File: config.mk
export PLATFORM = sky130hd
export DESIGN_NAME = dbg_mon_top
export DESIGN_NICKNAME = d
export VERILOG_FILES = /design/src/logic/dbg_mon_pkg.sv /design/src/logic/dbg_mon_if.sv /design/src/logic/instr_decode.sv /design/src/logic/cause_tracker.sv /design/src/logic/dbg_csr_apb.sv /design/src/logic/dbg_mon_top.sv
export SDC_FILE = /design/constraint.sdc
export NUM_CORES = 1
export LEC_CHECK = 0
export BUFFER_PORTS_ARGS = -buffer_cell sky130_fd_sc_hd__clkbuf_2
export CORE_ASPECT_RATIO = 1.1
export CORE_MARGIN = 1
export CORE_UTILIZATION = 45
export DETAILED_ROUTE_END_ITERATION = 8
export PLACE_DENSITY = 0.74
export SYNTH_ARGS = -nofsm -noshare
export SYNTH_HDL_FRONTEND = slang
export SYNTH_SLANG_ARGS = --single-unit
File: constraint.sdc
create_clock -name cov_assert_if -period 7.1 [get_ports cov_assert_if]
set_clock_uncertainty 0.1 [all_clocks]
set_input_delay 1.065 -clock cov_assert_if [delete_from_list [all_inputs] [get_ports cov_assert_if]]
set_output_delay 1.065 -clock cov_assert_if [all_outputs]
set_load 0.02 [all_outputs]
File: src/logic/dbg_mon_pkg.sv
/*
  Types and constants shared by the debug-entry monitor.
  XLEN is fixed at 32, and retired words are compared in full, with no masking.
  Register offsets are byte addresses on the APB side.
*/
`default_nettype none

package dbg_mon_pkg;

  parameter int XLEN = 32;

  // ----------------------------------------------------------
  // Retired instruction classes
  // ----------------------------------------------------------
  typedef enum logic [2:0] {
    KIND_OTHER   = 3'd0,
    KIND_EBREAK  = 3'd1,
    KIND_CEBREAK = 3'd2,
    KIND_WFI     = 3'd3,
    KIND_DRET    = 3'd4,
    KIND_ECALL   = 3'd5
  } instr_kind_e;

  // Debug cause codes as reported in STATUS[2:0]
  typedef enum logic [2:0] {
    CAUSE_NONE    = 3'd0,
    CAUSE_EBREAK  = 3'd1,
    CAUSE_TRIGGER = 3'd2,
    CAUSE_HALTREQ = 3'd3,
    CAUSE_STEP    = 3'd4
  } dbg_cause_e;

  typedef enum logic [1:0] {
    ST_RUN   = 2'd0,
    ST_SLEEP = 2'd1,
    ST_DEBUG = 2'd2
  } mon_state_e;

  // ----------------------------------------------------------
  // Instruction encodings
  // ----------------------------------------------------------
  parameter logic [XLEN-1:0] EBREAK_INSTR  = 32'h0010_0073;
  // c.ebreak sits in the low half, upper half zero
  parameter logic [XLEN-1:0] CEBREAK_INSTR = 32'h0000_9002;
  parameter logic [XLEN-1:0] WFI_INSTR     = 32'h1050_0073;
  parameter logic [XLEN-1:0] DRET_INSTR    = 32'h7B20_0073;
  parameter logic [XLEN-1:0] ECALL_INSTR   = 32'h0000_0073;

  // ----------------------------------------------------------
  // Register map
  // ----------------------------------------------------------
  parameter logic [7:0] REG_CTRL      = 8'h00;
  parameter logic [7:0] REG_TDATA2    = 8'h04;
  parameter logic [7:0] REG_STATUS    = 8'h08;
  parameter logic [7:0] REG_DPC       = 8'h0C;
  parameter logic [7:0] REG_EBREAK_PC = 8'h10;
  parameter logic [7:0] REG_EXC_COUNT = 8'h14;

  // Bit positions inside CTRL
  parameter int CTRL_EBREAKM_BIT = 0;
  parameter int CTRL_STEP_BIT    = 1;
  parameter int CTRL_TRIG_EN_BIT = 2;

endpackage

`default_nettype wire

File: src/logic/dbg_mon_if.sv
/*
  Interfaces between the monitor blocks.
  retire_class_if has no back-pressure, so the tracker must take one event per cycle.
  The CNT_W of dbg_cfg_if must match the CNT_W of the tracker.
*/
`default_nettype none

// Classified retire event, valid for a single cycle
interface retire_class_if;
  import dbg_mon_pkg::*;

  logic            ev_valid;
  instr_kind_e     kind;
  logic [XLEN-1:0] pc;
  logic [XLEN-1:0] next_pc;
  logic            addr_match;

  modport src (output ev_valid, output kind, output pc, output next_pc, output addr_match);
  modport dst (input ev_valid, input kind, input pc, input next_pc, input addr_match);
endinterface

// ----------------------------------------------------------
// Configuration out, tracker status back
// ----------------------------------------------------------
interface dbg_cfg_if #(
  parameter int CNT_W = 16
);
  import dbg_mon_pkg::*;

  logic             ebreakm;
  logic             step;
  logic             trig_en;
  logic [XLEN-1:0]  tdata2;
  mon_state_e       state;
  dbg_cause_e       cause;
  logic [XLEN-1:0]  dpc;
  logic [XLEN-1:0]  ebreak_pc;
  logic [CNT_W-1:0] exc_count;

  modport regs (
    output ebreakm, output step, output trig_en, output tdata2,
    input  state, input cause, input dpc, input ebreak_pc, input exc_count
  );
  modport tracker (
    input  ebreakm, input step,
    output state, output cause, output dpc, output ebreak_pc, output exc_count
  );
  // Trigger match only needs the enable and the address
  modport cfg (input trig_en, input tdata2);
endinterface

`default_nettype wire

File: src/logic/instr_decode.sv
/*
  Classifies each retired instruction and registers it as one event.
  A retire with ret_err_i set is dropped.
  The trigger is an exact PC match on tdata2, qualified by trig_en.
*/
`default_nettype none

module instr_decode (
  input  logic                         cov_assert_if,
  input  logic                         rst_n_i,
  input  logic                         ret_valid_i,
  input  logic                         ret_err_i,
  input  logic [dbg_mon_pkg::XLEN-1:0] ret_instr_i,
  input  logic [dbg_mon_pkg::XLEN-1:0] ret_pc_i,
  dbg_cfg_if.cfg                       cfg,
  retire_class_if.src                  ev
);
  import dbg_mon_pkg::*;

  instr_kind_e     kind_d;
  logic [XLEN-1:0] pc_step;
  logic            match_d;
  logic            take;

  // Full-word compare against the known encodings
  always_comb begin
    case (ret_instr_i)
      EBREAK_INSTR:  kind_d = KIND_EBREAK;
      CEBREAK_INSTR: kind_d = KIND_CEBREAK;
      WFI_INSTR:     kind_d = KIND_WFI;
      DRET_INSTR:    kind_d = KIND_DRET;
      ECALL_INSTR:   kind_d = KIND_ECALL;
      default:       kind_d = KIND_OTHER;
    endcase
  end

  // Only c.ebreak is 16 bits wide here
  assign pc_step = (kind_d == KIND_CEBREAK) ? XLEN'(2) : XLEN'(4);
  assign match_d = cfg.trig_en && (ret_pc_i == cfg.tdata2);
  assign take    = ret_valid_i && !ret_err_i;

  // ----------------------------------------------------------
  // Event register
  // ----------------------------------------------------------
  always_ff @(posedge cov_assert_if) begin
    if (!rst_n_i) begin
      ev.ev_valid <= 1'b0;
    end else begin
      ev.ev_valid <= take;
    end
  end

  // Payload is only looked at while ev_valid is high
  always_ff @(posedge cov_assert_if) begin
    if (take) begin
      ev.kind       <= kind_d;
      ev.pc         <= ret_pc_i;
      ev.next_pc    <= ret_pc_i + pc_step;
      ev.addr_match <= match_d;
    end
  end

endmodule

`default_nettype wire

File: src/logic/cause_tracker.sv
/*
  Run, sleep and debug FSM of the monitor.
  Entry priority is trigger, then ebreak with ebreakm, then halt request, then step.
  Causes are not re-evaluated in debug mode. Only dret leaves it.
  The exception counter saturates at all ones.
*/
`default_nettype none

module cause_tracker #(
  parameter int CNT_W = 16
) (
  input  logic        cov_assert_if,
  input  logic        rst_n_i,
  input  logic        debug_req_i,
  input  logic        irq_i,
  retire_class_if.dst ev,
  dbg_cfg_if.tracker  cfg,
  output logic        debug_mode_o,
  output logic        sleep_o
);
  import dbg_mon_pkg::*;

  mon_state_e       state_q;
  dbg_cause_e       cause_q;
  logic [XLEN-1:0]  dpc_q;
  logic [XLEN-1:0]  ebreak_pc_q;
  logic [XLEN-1:0]  last_npc_q;
  logic [CNT_W-1:0] exc_q;
  logic             is_ebreak;
  logic             is_wfi;
  logic             is_dret;
  dbg_cause_e       run_cause;
  logic [XLEN-1:0]  run_dpc;

  assign is_ebreak = ev.ev_valid && ((ev.kind == KIND_EBREAK) || (ev.kind == KIND_CEBREAK));
  assign is_wfi    = ev.ev_valid && (ev.kind == KIND_WFI);
  assign is_dret   = ev.ev_valid && (ev.kind == KIND_DRET);

  // ----------------------------------------------------------
  // Entry cause while running
  // ----------------------------------------------------------
  always_comb begin
    run_cause = CAUSE_NONE;
    run_dpc   = last_npc_q;
    if (ev.ev_valid) begin
      if (ev.addr_match) begin
        run_cause = CAUSE_TRIGGER;
        run_dpc   = ev.pc;
      end else if (is_ebreak && cfg.ebreakm) begin
        run_cause = CAUSE_EBREAK;
        run_dpc   = ev.pc;
      end else if (debug_req_i) begin
        run_cause = CAUSE_HALTREQ;
        run_dpc   = ev.next_pc;
      end else if (cfg.step) begin
        // ecall and other retires end up here too
        run_cause = CAUSE_STEP;
        run_dpc   = ev.next_pc;
      end
    end else if (debug_req_i) begin
      // No retire this cycle, so resume where the core would go next
      run_cause = CAUSE_HALTREQ;
    end
  end

  // ----------------------------------------------------------
  // State and captures
  // ----------------------------------------------------------
  always_ff @(posedge cov_assert_if) begin
    if (!rst_n_i) begin
      state_q     <= ST_RUN;
      cause_q     <= CAUSE_NONE;
      dpc_q       <= '0;
      ebreak_pc_q <= '0;
      last_npc_q  <= '0;
      exc_q       <= '0;
    end else begin
      if (is_ebreak) begin
        ebreak_pc_q <= ev.pc;
      end
      case (state_q)
        ST_RUN: begin
          if (ev.ev_valid) begin
            last_npc_q <= ev.next_pc;
          end
          if (run_cause != CAUSE_NONE) begin
            state_q <= ST_DEBUG;
            cause_q <= run_cause;
            dpc_q   <= run_dpc;
          end else if (is_ebreak) begin
            // Breakpoint exception, the core keeps running
            if (exc_q != {CNT_W{1'b1}}) begin
              exc_q <= exc_q + 1'b1;
            end
          end else if (is_wfi) begin
            state_q <= ST_SLEEP;
          end
        end
        ST_SLEEP: begin
          if (debug_req_i) begin
            state_q <= ST_DEBUG;
            cause_q <= CAUSE_HALTREQ;
            dpc_q   <= last_npc_q;
          end else if (irq_i) begin
            state_q <= ST_RUN;
          end
        end
        ST_DEBUG: begin
          // wfi and ebreak keep debug mode, an ebreak only moves ebreak_pc
          if (is_dret) begin
            state_q    <= ST_RUN;
            cause_q    <= CAUSE_NONE;
            last_npc_q <= dpc_q;
          end
        end
        default: begin
          state_q <= ST_RUN;
        end
      endcase
    end
  end

  assign debug_mode_o  = (state_q == ST_DEBUG);
  assign sleep_o       = (state_q == ST_SLEEP);
  assign cfg.state     = state_q;
  assign cfg.cause     = cause_q;
  assign cfg.dpc       = dpc_q;
  assign cfg.ebreak_pc = ebreak_pc_q;
  assign cfg.exc_count = exc_q;

endmodule

`default_nettype wire

File: src/logic/dbg_csr_apb.sv
/*
  Zero-wait APB slave for the monitor configuration and status.
  pready_o is high in every access cycle.
  An unmapped offset, or a write to a read-only register, gives pslverr_o and no update.
  EXC_COUNT must be no wider than XLEN.
*/
`default_nettype none

module dbg_csr_apb #(
  parameter int APB_ADDR_W = 8
) (
  input  logic                         cov_assert_if,
  input  logic                         rst_n_i,
  input  logic                         psel_i,
  input  logic                         penable_i,
  input  logic                         pwrite_i,
  input  logic [APB_ADDR_W-1:0]        paddr_i,
  input  logic [dbg_mon_pkg::XLEN-1:0] pwdata_i,
  output logic [dbg_mon_pkg::XLEN-1:0] prdata_o,
  output logic                         pready_o,
  output logic                         pslverr_o,
  dbg_cfg_if.regs                      cfg
);
  import dbg_mon_pkg::*;

  logic            access;
  logic            mapped;
  logic            read_only;
  logic            wr_ok;
  logic [2:0]      ctrl_q;
  logic [XLEN-1:0] tdata2_q;
  logic [XLEN-1:0] rdata;

  assign access = psel_i && penable_i;

  // ----------------------------------------------------------
  // Address decode and read mux
  // ----------------------------------------------------------
  always_comb begin
    mapped    = 1'b1;
    read_only = 1'b1;
    rdata     = '0;
    case (paddr_i)
      APB_ADDR_W'(REG_CTRL): begin
        read_only = 1'b0;
        rdata     = XLEN'(ctrl_q);
      end
      APB_ADDR_W'(REG_TDATA2): begin
        read_only = 1'b0;
        rdata     = tdata2_q;
      end
      APB_ADDR_W'(REG_STATUS): begin
        rdata[2:0] = cfg.cause;
        rdata[3]   = (cfg.state == ST_DEBUG);
        rdata[4]   = (cfg.state == ST_SLEEP);
      end
      APB_ADDR_W'(REG_DPC):       rdata = cfg.dpc;
      APB_ADDR_W'(REG_EBREAK_PC): rdata = cfg.ebreak_pc;
      APB_ADDR_W'(REG_EXC_COUNT): rdata = XLEN'(cfg.exc_count);
      default: begin
        mapped    = 1'b0;
        read_only = 1'b0;
      end
    endcase
  end

  assign wr_ok     = access && pwrite_i && mapped && !read_only;
  assign pready_o  = access;
  assign pslverr_o = access && (!mapped || (pwrite_i && read_only));
  assign prdata_o  = rdata;

  // ----------------------------------------------------------
  // Writable registers
  // ----------------------------------------------------------
  always_ff @(posedge cov_assert_if) begin
    if (!rst_n_i) begin
      ctrl_q   <= '0;
      tdata2_q <= '0;
    end else if (wr_ok) begin
      if (paddr_i == APB_ADDR_W'(REG_CTRL)) begin
        ctrl_q <= pwdata_i[2:0];
      end else begin
        // TDATA2 is the only other writable offset
        tdata2_q <= pwdata_i;
      end
    end
  end

  assign cfg.ebreakm = ctrl_q[CTRL_EBREAKM_BIT];
  assign cfg.step    = ctrl_q[CTRL_STEP_BIT];
  assign cfg.trig_en = ctrl_q[CTRL_TRIG_EN_BIT];
  assign cfg.tdata2  = tdata2_q;

endmodule

`default_nettype wire

File: src/logic/dbg_mon_top.sv
/*
  Top level of the debug-entry monitor, made of instances and wiring only.
  Retire to debug_mode_o takes 2 cycles, and debug_req_i to debug_mode_o takes 1.
  The APB interface is zero-wait.
*/
`default_nettype none

module dbg_mon_top #(
  parameter int APB_ADDR_W = 8,
  parameter int CNT_W      = 16
) (
  input  logic                         cov_assert_if,
  input  logic                         rst_n_i,
  // Retire stream
  input  logic                         ret_valid_i,
  input  logic [dbg_mon_pkg::XLEN-1:0] ret_instr_i,
  input  logic [dbg_mon_pkg::XLEN-1:0] ret_pc_i,
  input  logic                         ret_err_i,
  input  logic                         debug_req_i,
  input  logic                         irq_i,
  // APB slave
  input  logic                         psel_i,
  input  logic                         penable_i,
  input  logic                         pwrite_i,
  input  logic [APB_ADDR_W-1:0]        paddr_i,
  input  logic [dbg_mon_pkg::XLEN-1:0] pwdata_i,
  output logic [dbg_mon_pkg::XLEN-1:0] prdata_o,
  output logic                         pready_o,
  output logic                         pslverr_o,
  output logic                         debug_mode_o,
  output logic                         sleep_o
);

  retire_class_if                ev_if ();
  dbg_cfg_if #(.CNT_W(CNT_W))    cfg_if ();

  // ----------------------------------------------------------
  // Blocks
  // ----------------------------------------------------------
  instr_decode instr_decode_inst (
    .cov_assert_if (cov_assert_if),
    .rst_n_i       (rst_n_i),
    .ret_valid_i   (ret_valid_i),
    .ret_err_i     (ret_err_i),
    .ret_instr_i   (ret_instr_i),
    .ret_pc_i      (ret_pc_i),
    .cfg           (cfg_if.cfg),
    .ev            (ev_if.src)
  );

  cause_tracker #(
    .CNT_W (CNT_W)
  ) cause_tracker_inst (
    .cov_assert_if (cov_assert_if),
    .rst_n_i       (rst_n_i),
    .debug_req_i   (debug_req_i),
    .irq_i         (irq_i),
    .ev            (ev_if.dst),
    .cfg           (cfg_if.tracker),
    .debug_mode_o  (debug_mode_o),
    .sleep_o       (sleep_o)
  );

  dbg_csr_apb #(
    .APB_ADDR_W (APB_ADDR_W)
  ) dbg_csr_apb_inst (
    .cov_assert_if (cov_assert_if),
    .rst_n_i       (rst_n_i),
    .psel_i        (psel_i),
    .penable_i     (penable_i),
    .pwrite_i      (pwrite_i),
    .paddr_i       (paddr_i),
    .pwdata_i      (pwdata_i),
    .prdata_o      (prdata_o),
    .pready_o      (pready_o),
    .pslverr_o     (pslverr_o),
    .cfg           (cfg_if.regs)
  );

endmodule

`default_nettype wire

==> flow_summary.yaml, run 1 <==
power:
  ir_worst_vdd_mv: 0.1787
  p_per_area_mw_per_mm2: 232.6
  p_leak_nw: 5.316
global_routing:
  grt_pass1_wl_mm: 54.19
  grt_max_degree: 89
  grt_pass1_vias: 9726
  antenna_found_initial: 0
  grtUsageTotal_pct: 26.63
  gr-total-overflow: 0
synth:
  synth.cell_area_mm2: 0.01142
  synthCells: 1236
  synth_top_area_share_pct: 26.82
  avgSynthCellArea_um2: 9.241
  synth_edf_count: 67
  synth_adder_area_share_pct: 0.9201
  yosysMostFrequentCell: "nand2_1"
  synth_top_family_by_area: "compound AO/OA/AOI/OAI gates"
  synthMuxAreaShare_pct: 5.488
  yosys.area_share.simple_pct: 15.77
  ys_ff_latch: 220
  synthesis.nets: 1356
  yosysTopAreaCell: "dfxtp_1"
  synth_flop_cell: "dfxtp_1"
  synth.distinct_cells: 55
  ys_seq_area_share_pct: 44.43
  synthXorXnorAreaFrac_pct: 5.598
  ys_warn_count: 0
  async_flop_share_pct: 0
  synth.area.top_cells: "dfxtp_1 27%, edfxtp_1 18%, nand2_1 6.9%"
  yosys-top-cells-count: "210 x nand2_1, 153 x dfxtp_1, 97 x a21oi_1"
  synth_compound_area_share_pct: 22.81
detailed_routing:
  drc_errors: 0
  drtAntennaViolNets: 0
  avgViaCountPerCell: 6.105
  wl_mm: 34.84
  vias: 10150
  wl_per_cell_um: 20.95
  dr.first_iter.drc_count: 1026
  first_pass_iters: 9
run_status:
  status: "completed"
setup_path:
  worstPathMaxFanout: 16
  required_ns: 5.93
  worstRegToRegCells: 5
  cp.arrival_ns: 4.20
  criticalPathCategory: "input pin to primary output"
  startpoint_type: "input pin"
  setup.worst_path.end_class: "primary output"
finish:
  fin_nets: 1454
  layout-drive-gt1-share_pct: 19.22
  diodes: 0
  final.fill_count: 2193
  utilization_pct: 53.23
  syn_to_final_growth_pct: 15.11
clocking:
  cts_setup_buffers: 0
  cts_root_buf: "clkbuf_16"
  postCtsResizedCells: 0
  cts_buffers: 25
  cts_sinks: 220
  ctsLongestPathBuffers: 3
  insertion_delay_ns: 0.53
  cts_htree_levels: 1
  clk_pin_slew_ns: 0.06
  cts_tree: "done"
  cts_hold_buf: 0
timing:
  clock.fmax_ghz: 0.1865
  post-route-worst-setup-slack_ns: 1.738
  finalHoldViolCount: 0
  fin_tns_setup_ns: 0
  max-slew-margin-rel_pct: 29.85
  period_share_pct: 75.53
  rsz0062_at_grt: "no"
  min_period_ns: 5.362
  hold_slack_ns: 0.3685
  maxSlewViolCount: 0
  setup_viol: 0
  worstMarginPinSlew_ns: 1.050
hold_path:
  whs_path_depth: 2
  hp-class: "register to register"
place:
  gp_congestion: 0.8536
  io_buffers: 148
  pre_cts_ws_ns: 1.805
  dp_hpwl_mm: 22.70
floorplanning:
  start_util_pct: 46.25
  core_area_mm2: 0.02470
  rows: 60
  die_w_um: 153.9
  dieHeight_um: 169.1
  die_area_mm2: 0.02602
  ios: 149
job:
  cap_violations: 0
[power breakdown]
part	leakage [nW]	internal (mW)	switching, mW
logic	3.05	0.149	0.215
registers	1.86	1.37	0.0510
clock network	0.401	0.748	0.526
[routing by layer]
metal / global-route usage, % / part of all wire [%]
met4: 14.35 / 4.8
met1: 34.68 / 41
met2: 42.91 / 46
met5: 0 / 0
met3: 3.687 / 9.1
[layout make-up]
cell class	count	area, µm²	area share [%]
clock buffer	35	725.7	5.520
clock inverter	11	80.08	0.6091
inverter	48	180.2	1.370
multi-input combinational	874	5828	44.33
sequential	220	5075	38.60
tap	310	387.9	2.950
timing repair buffer	165	870.8	6.624
[worst max-delay path, cell delays in order]
cell,delay [ns]
clkbuf_2,0.08
or4_1,0.70
or3_1,0.70
nor2b_1,0.87
buf_4,0.37
a222oi_1,0.13
inv_1,0.11
clkbuf_2,0.17
[flip-flops by register name, indices dropped and copies added (netlist names)]
signal and cells:
cause_tracker_inst.cfg.cause 3, instr_decode_inst.ev.ev_valid 1, instr_decode_inst.ev.next_pc 32, cause_tracker_inst.cfg.dpc 32, cause_tracker_inst.last_npc_q 32, instr_decode_inst.ev.pc 31
cause_tracker_inst.cfg.state 2, dbg_csr_apb_inst.cfg.tdata2 32, instr_decode_inst.ev.kind 3, dbg_csr_apb_inst.ctrl_q 3, cause_tracker_inst.cfg.ebreak_pc 32, cause_tracker_inst.cfg.exc_count 16
instr_decode_inst.ev.addr_match 1
[cell families (layout without fill, tap and decap cells)]
family,count (synthesis),count (layout)
muxes,61,61
DFF,220,220
buffers and inverters,142,259
adders and majority gates,8,8
and+or+nand+nor,377,377
xor gates and xnor gates,73,73
AOI/OAI and AO/OA,355,355
[through the flow]
| step | power [mW] | std cells | area, µm² |
|---|---|---|---|
| 2_1_floorplan | 1.672 | 1236 | 11420 |
| 3_3_place_gp | 1.790 | 1617 | 12340 |
| 3_5_place_dp | 1.802 | 1617 | 12340 |
| 4_1_cts | 3.061 | 1663 | 13150 |
| 5_1_grt | 3.157 | 1663 | 13150 |
| 6_report | 3.058 | 1663 | 13150 |
[final timing paths]
kind                                                    startpoint                                               end  slack [ns]
setup / recovery                                        paddr_i[0]                                      prdata_o[26]        1.74
setup reg to reg          instr_decode_inst.ev.ev_valid$_SDFF_PN0_       cause_tracker_inst.cfg.dpc[30]$_SDFFE_PN0P_        3.39
hold / removal    cause_tracker_inst.cfg.ebreak_pc[5]$_SDFFE_PN0P_  cause_tracker_inst.cfg.ebreak_pc[5]$_SDFFE_PN0P_        0.37
hold reg to reg   cause_tracker_inst.cfg.ebreak_pc[5]$_SDFFE_PN0P_  cause_tracker_inst.cfg.ebreak_pc[5]$_SDFFE_PN0P_        0.37
[cells in the final DEF, fill, tap and decap left out, types with 3 or more instances in the layout]
cell type,n
a21boi_0,35
a21boi_2,30
a21oi_1,97
a222oi_1,11
a22o_1,30
a22oi_1,24
and2_1,16
and3_1,9
and4_1,5
buf_4,18
clkbuf_1,6
clkbuf_16,27
clkbuf_2,147
clkinv_1,3
clkinv_2,6
dfxtp_1,153
edfxtp_1,67
ha_1,5
inv_1,48
mux2_2,13
mux2i_1,48
nand2_1,210
nand2b_1,11
nand3_1,21
nand4_1,28
nor2_1,21
nor2b_1,10
nor3_1,6
nor4_1,16
o211a_1,33
o21ai_0,47
o221ai_1,30
o22ai_1,6
or3_1,4
xnor2_1,48
xor2_1,25
Power figures use the tool's default switching activity.
==> run 2, diff against run 1 <==
- PLACE_DENSITY: 0.74 -> 0.76
- clock period: 7.1 -> 4.7 ns (I/O delays scaled with it)
==> flow_summary.yaml, run 2 (same netlist as run 1, synthesis figures left out) <==
run_status:
  status: "completed"
floorplanning:
  start_util_pct: 46.25
  core_area_mm2: 0.02470
  dieHeight_um: 169.1
  die_area_mm2: 0.02602
  die_w_um: 153.9
  rows: 60
  ios: 149
timing:
  rsz0062_at_grt: "no"
  finalHoldViolCount: 0
  fin_tns_setup_ns: 0
  min_period_ns: 3.781
  clock.fmax_ghz: 0.2645
  setup_viol: 0
  worstMarginPinSlew_ns: 1.003
  maxSlewViolCount: 0
  period_share_pct: 80.44
  max-slew-margin-rel_pct: 32.97
  hold_slack_ns: 0.3068
  post-route-worst-setup-slack_ns: 0.9191
setup_path:
  cp.arrival_ns: 2.98
  startpoint_type: "input pin"
  required_ns: 3.89
  setup.worst_path.end_class: "primary output"
  path_cells: "clkbuf_2 -> or4_1 -> or3_1 -> buf_4 -> nor2b_1 -> buf_4 -> a22oi_1 -> nand2_1 -> clkbuf_2"
  critPathSlowestCell: "or4_1"
  criticalPathCategory: "input pin to primary output"
  worstPathMaxFanout: 19
  max_stage_delay_ns: 0.72
place:
  placed_area_mm2: 0.01236
  pre_cts_ws_ns: 0.6506
  io_buffers: 148
  placedCellCount: 1621
  gp_congestion: 0.8458
  dp_hpwl_mm: 22.40
clocking:
  clk_pin_slew_ns: 0.06
  cts_root_buf: "clkbuf_16"
  cts_htree_levels: 1
  postCtsResizedCells: 0
  ctsLongestPathBuffers: 3
  cts_buffers: 24
  cts_tree: "done"
  insertion_delay_ns: 0.53
  cts_sinks: 220
  cts_setup_buffers: 0
  cts_hold_buf: 0
finish:
  multiInputGateArea_mm2: 0.005821
  final.fill_count: 2164
  fin_area_mm2: 0.01320
  final_cells: 1665
  layout-drive-gt1-share_pct: 19.19
  utilization_pct: 53.43
  syn_to_final_growth_pct: 15.53
  layout_commonest_cell: "nand2_1"
  diodes: 0
  fin_nets: 1457
  layout_common_cells: "210 x nand2_1, 153 x dfxtp_1, 147 x clkbuf_2"
  seqCellArea_mm2: 0.005075
power:
  p_seq_share_pct: 45.6
  switchingPower_mw: 1.215
  pwr-share-clk_pct: 42.7
  ir_worst_vdd_mv: 0.2842
  total_power_mw: 4.705
  intPower_mw: 3.490
  comb_power_share_pct: 11.7
  p_leak_nw: 5.323
  p_per_area_mw_per_mm2: 356.6
  swShare_pct: 25.83
global_routing:
  gr-total-overflow: 0
  grt_pass1_vias: 9679
  antenna_found_initial: 0
  grtUsageTotal_pct: 26.39
  grt_max_degree: 77
  grt_pass1_wl_mm: 54.12
detailed_routing:
  dr.first_iter.drc_count: 1003
  wl_mm: 34.24
  drc_errors: 0
  wl_per_cell_um: 20.57
  first_pass_iters: 6
  vias: 10080
  avgViaCountPerCell: 6.055
  drtAntennaViolNets: 0
job:
  cap_violations: 0
hold_path:
  hp-class: "input pin to register"
[run 2: cell count changes in the layout (fill, tap and decap cells not counted)]
cell,before,now
and2_1,16,18
and2_2,2,0
buf_4,18,22
bufinv_16,1,4
clkbuf_1,6,5
clkbuf_16,27,25
clkbuf_8,2,0
clkinv_2,6,2
clkinv_8,0,1
clkinvlp_4,0,4
inv_6,1,0
nand3_1,21,22
nand3_2,1,0
[run 2: power by group through the flow]
stage | clock [mW] | combinational (mW) | sequential, mW
after CTS | 2.02 | 0.542 | 2.14
after floorplan | 0 | 0.367 | 2.16
after detailed placement | 0 | 0.539 | 2.18
after global placement | 0 | 0.525 | 2.18
after global routing | 2.09 | 0.596 | 2.16
final | 2.01 | 0.551 | 2.14
[run 2: critical path, delay by kind of cell]
family	cells	cell delay, ns
buffers and inverters	4	0.76
AOI/OAI and AO/OA	1	0.14
and+or+nand+nor	4	1.35
[run 2: worst paths after layout]
path | start | endpoint | slack, ns | cells after the start
worst min-delay path | ret_pc_i[0] | instr_decode_inst.ev.next_pc[0]$_DFFE_PP_ | 0.31 | 1
worst max register to register | cause_tracker_inst.cfg.state[1]$_SDFFE_PN0P_ | cause_tracker_inst.cfg.dpc[7]$_SDFFE_PN0P_ | 1.63 | 9
worst min register to register | cause_tracker_inst.cfg.ebreak_pc[19]$_SDFFE_PN0P_ | cause_tracker_inst.cfg.ebreak_pc[19]$_SDFFE_PN0P_ | 0.36 | 2
worst max-delay path | paddr_i[0] | prdata_o[0] | 0.92 | 9
[run 2: area by class of cell]
cell class	count	share of cell area, %
inverters	48	1.365
well taps	310	2.939
flip-flops and latches	220	38.46
clock buffers	30	4.883
repair buffers	169	6.827
multi-input cells	874	44.11
clock inverters	14	1.422
[run 2: layer usage]
metal / GRT usage, % / wire length (µm)
met1: 33.52 / 13780
met5: 0 / 0
met4: 10.39 / 1234
met2: 44.23 / 16170
met3: 5.044 / 3061
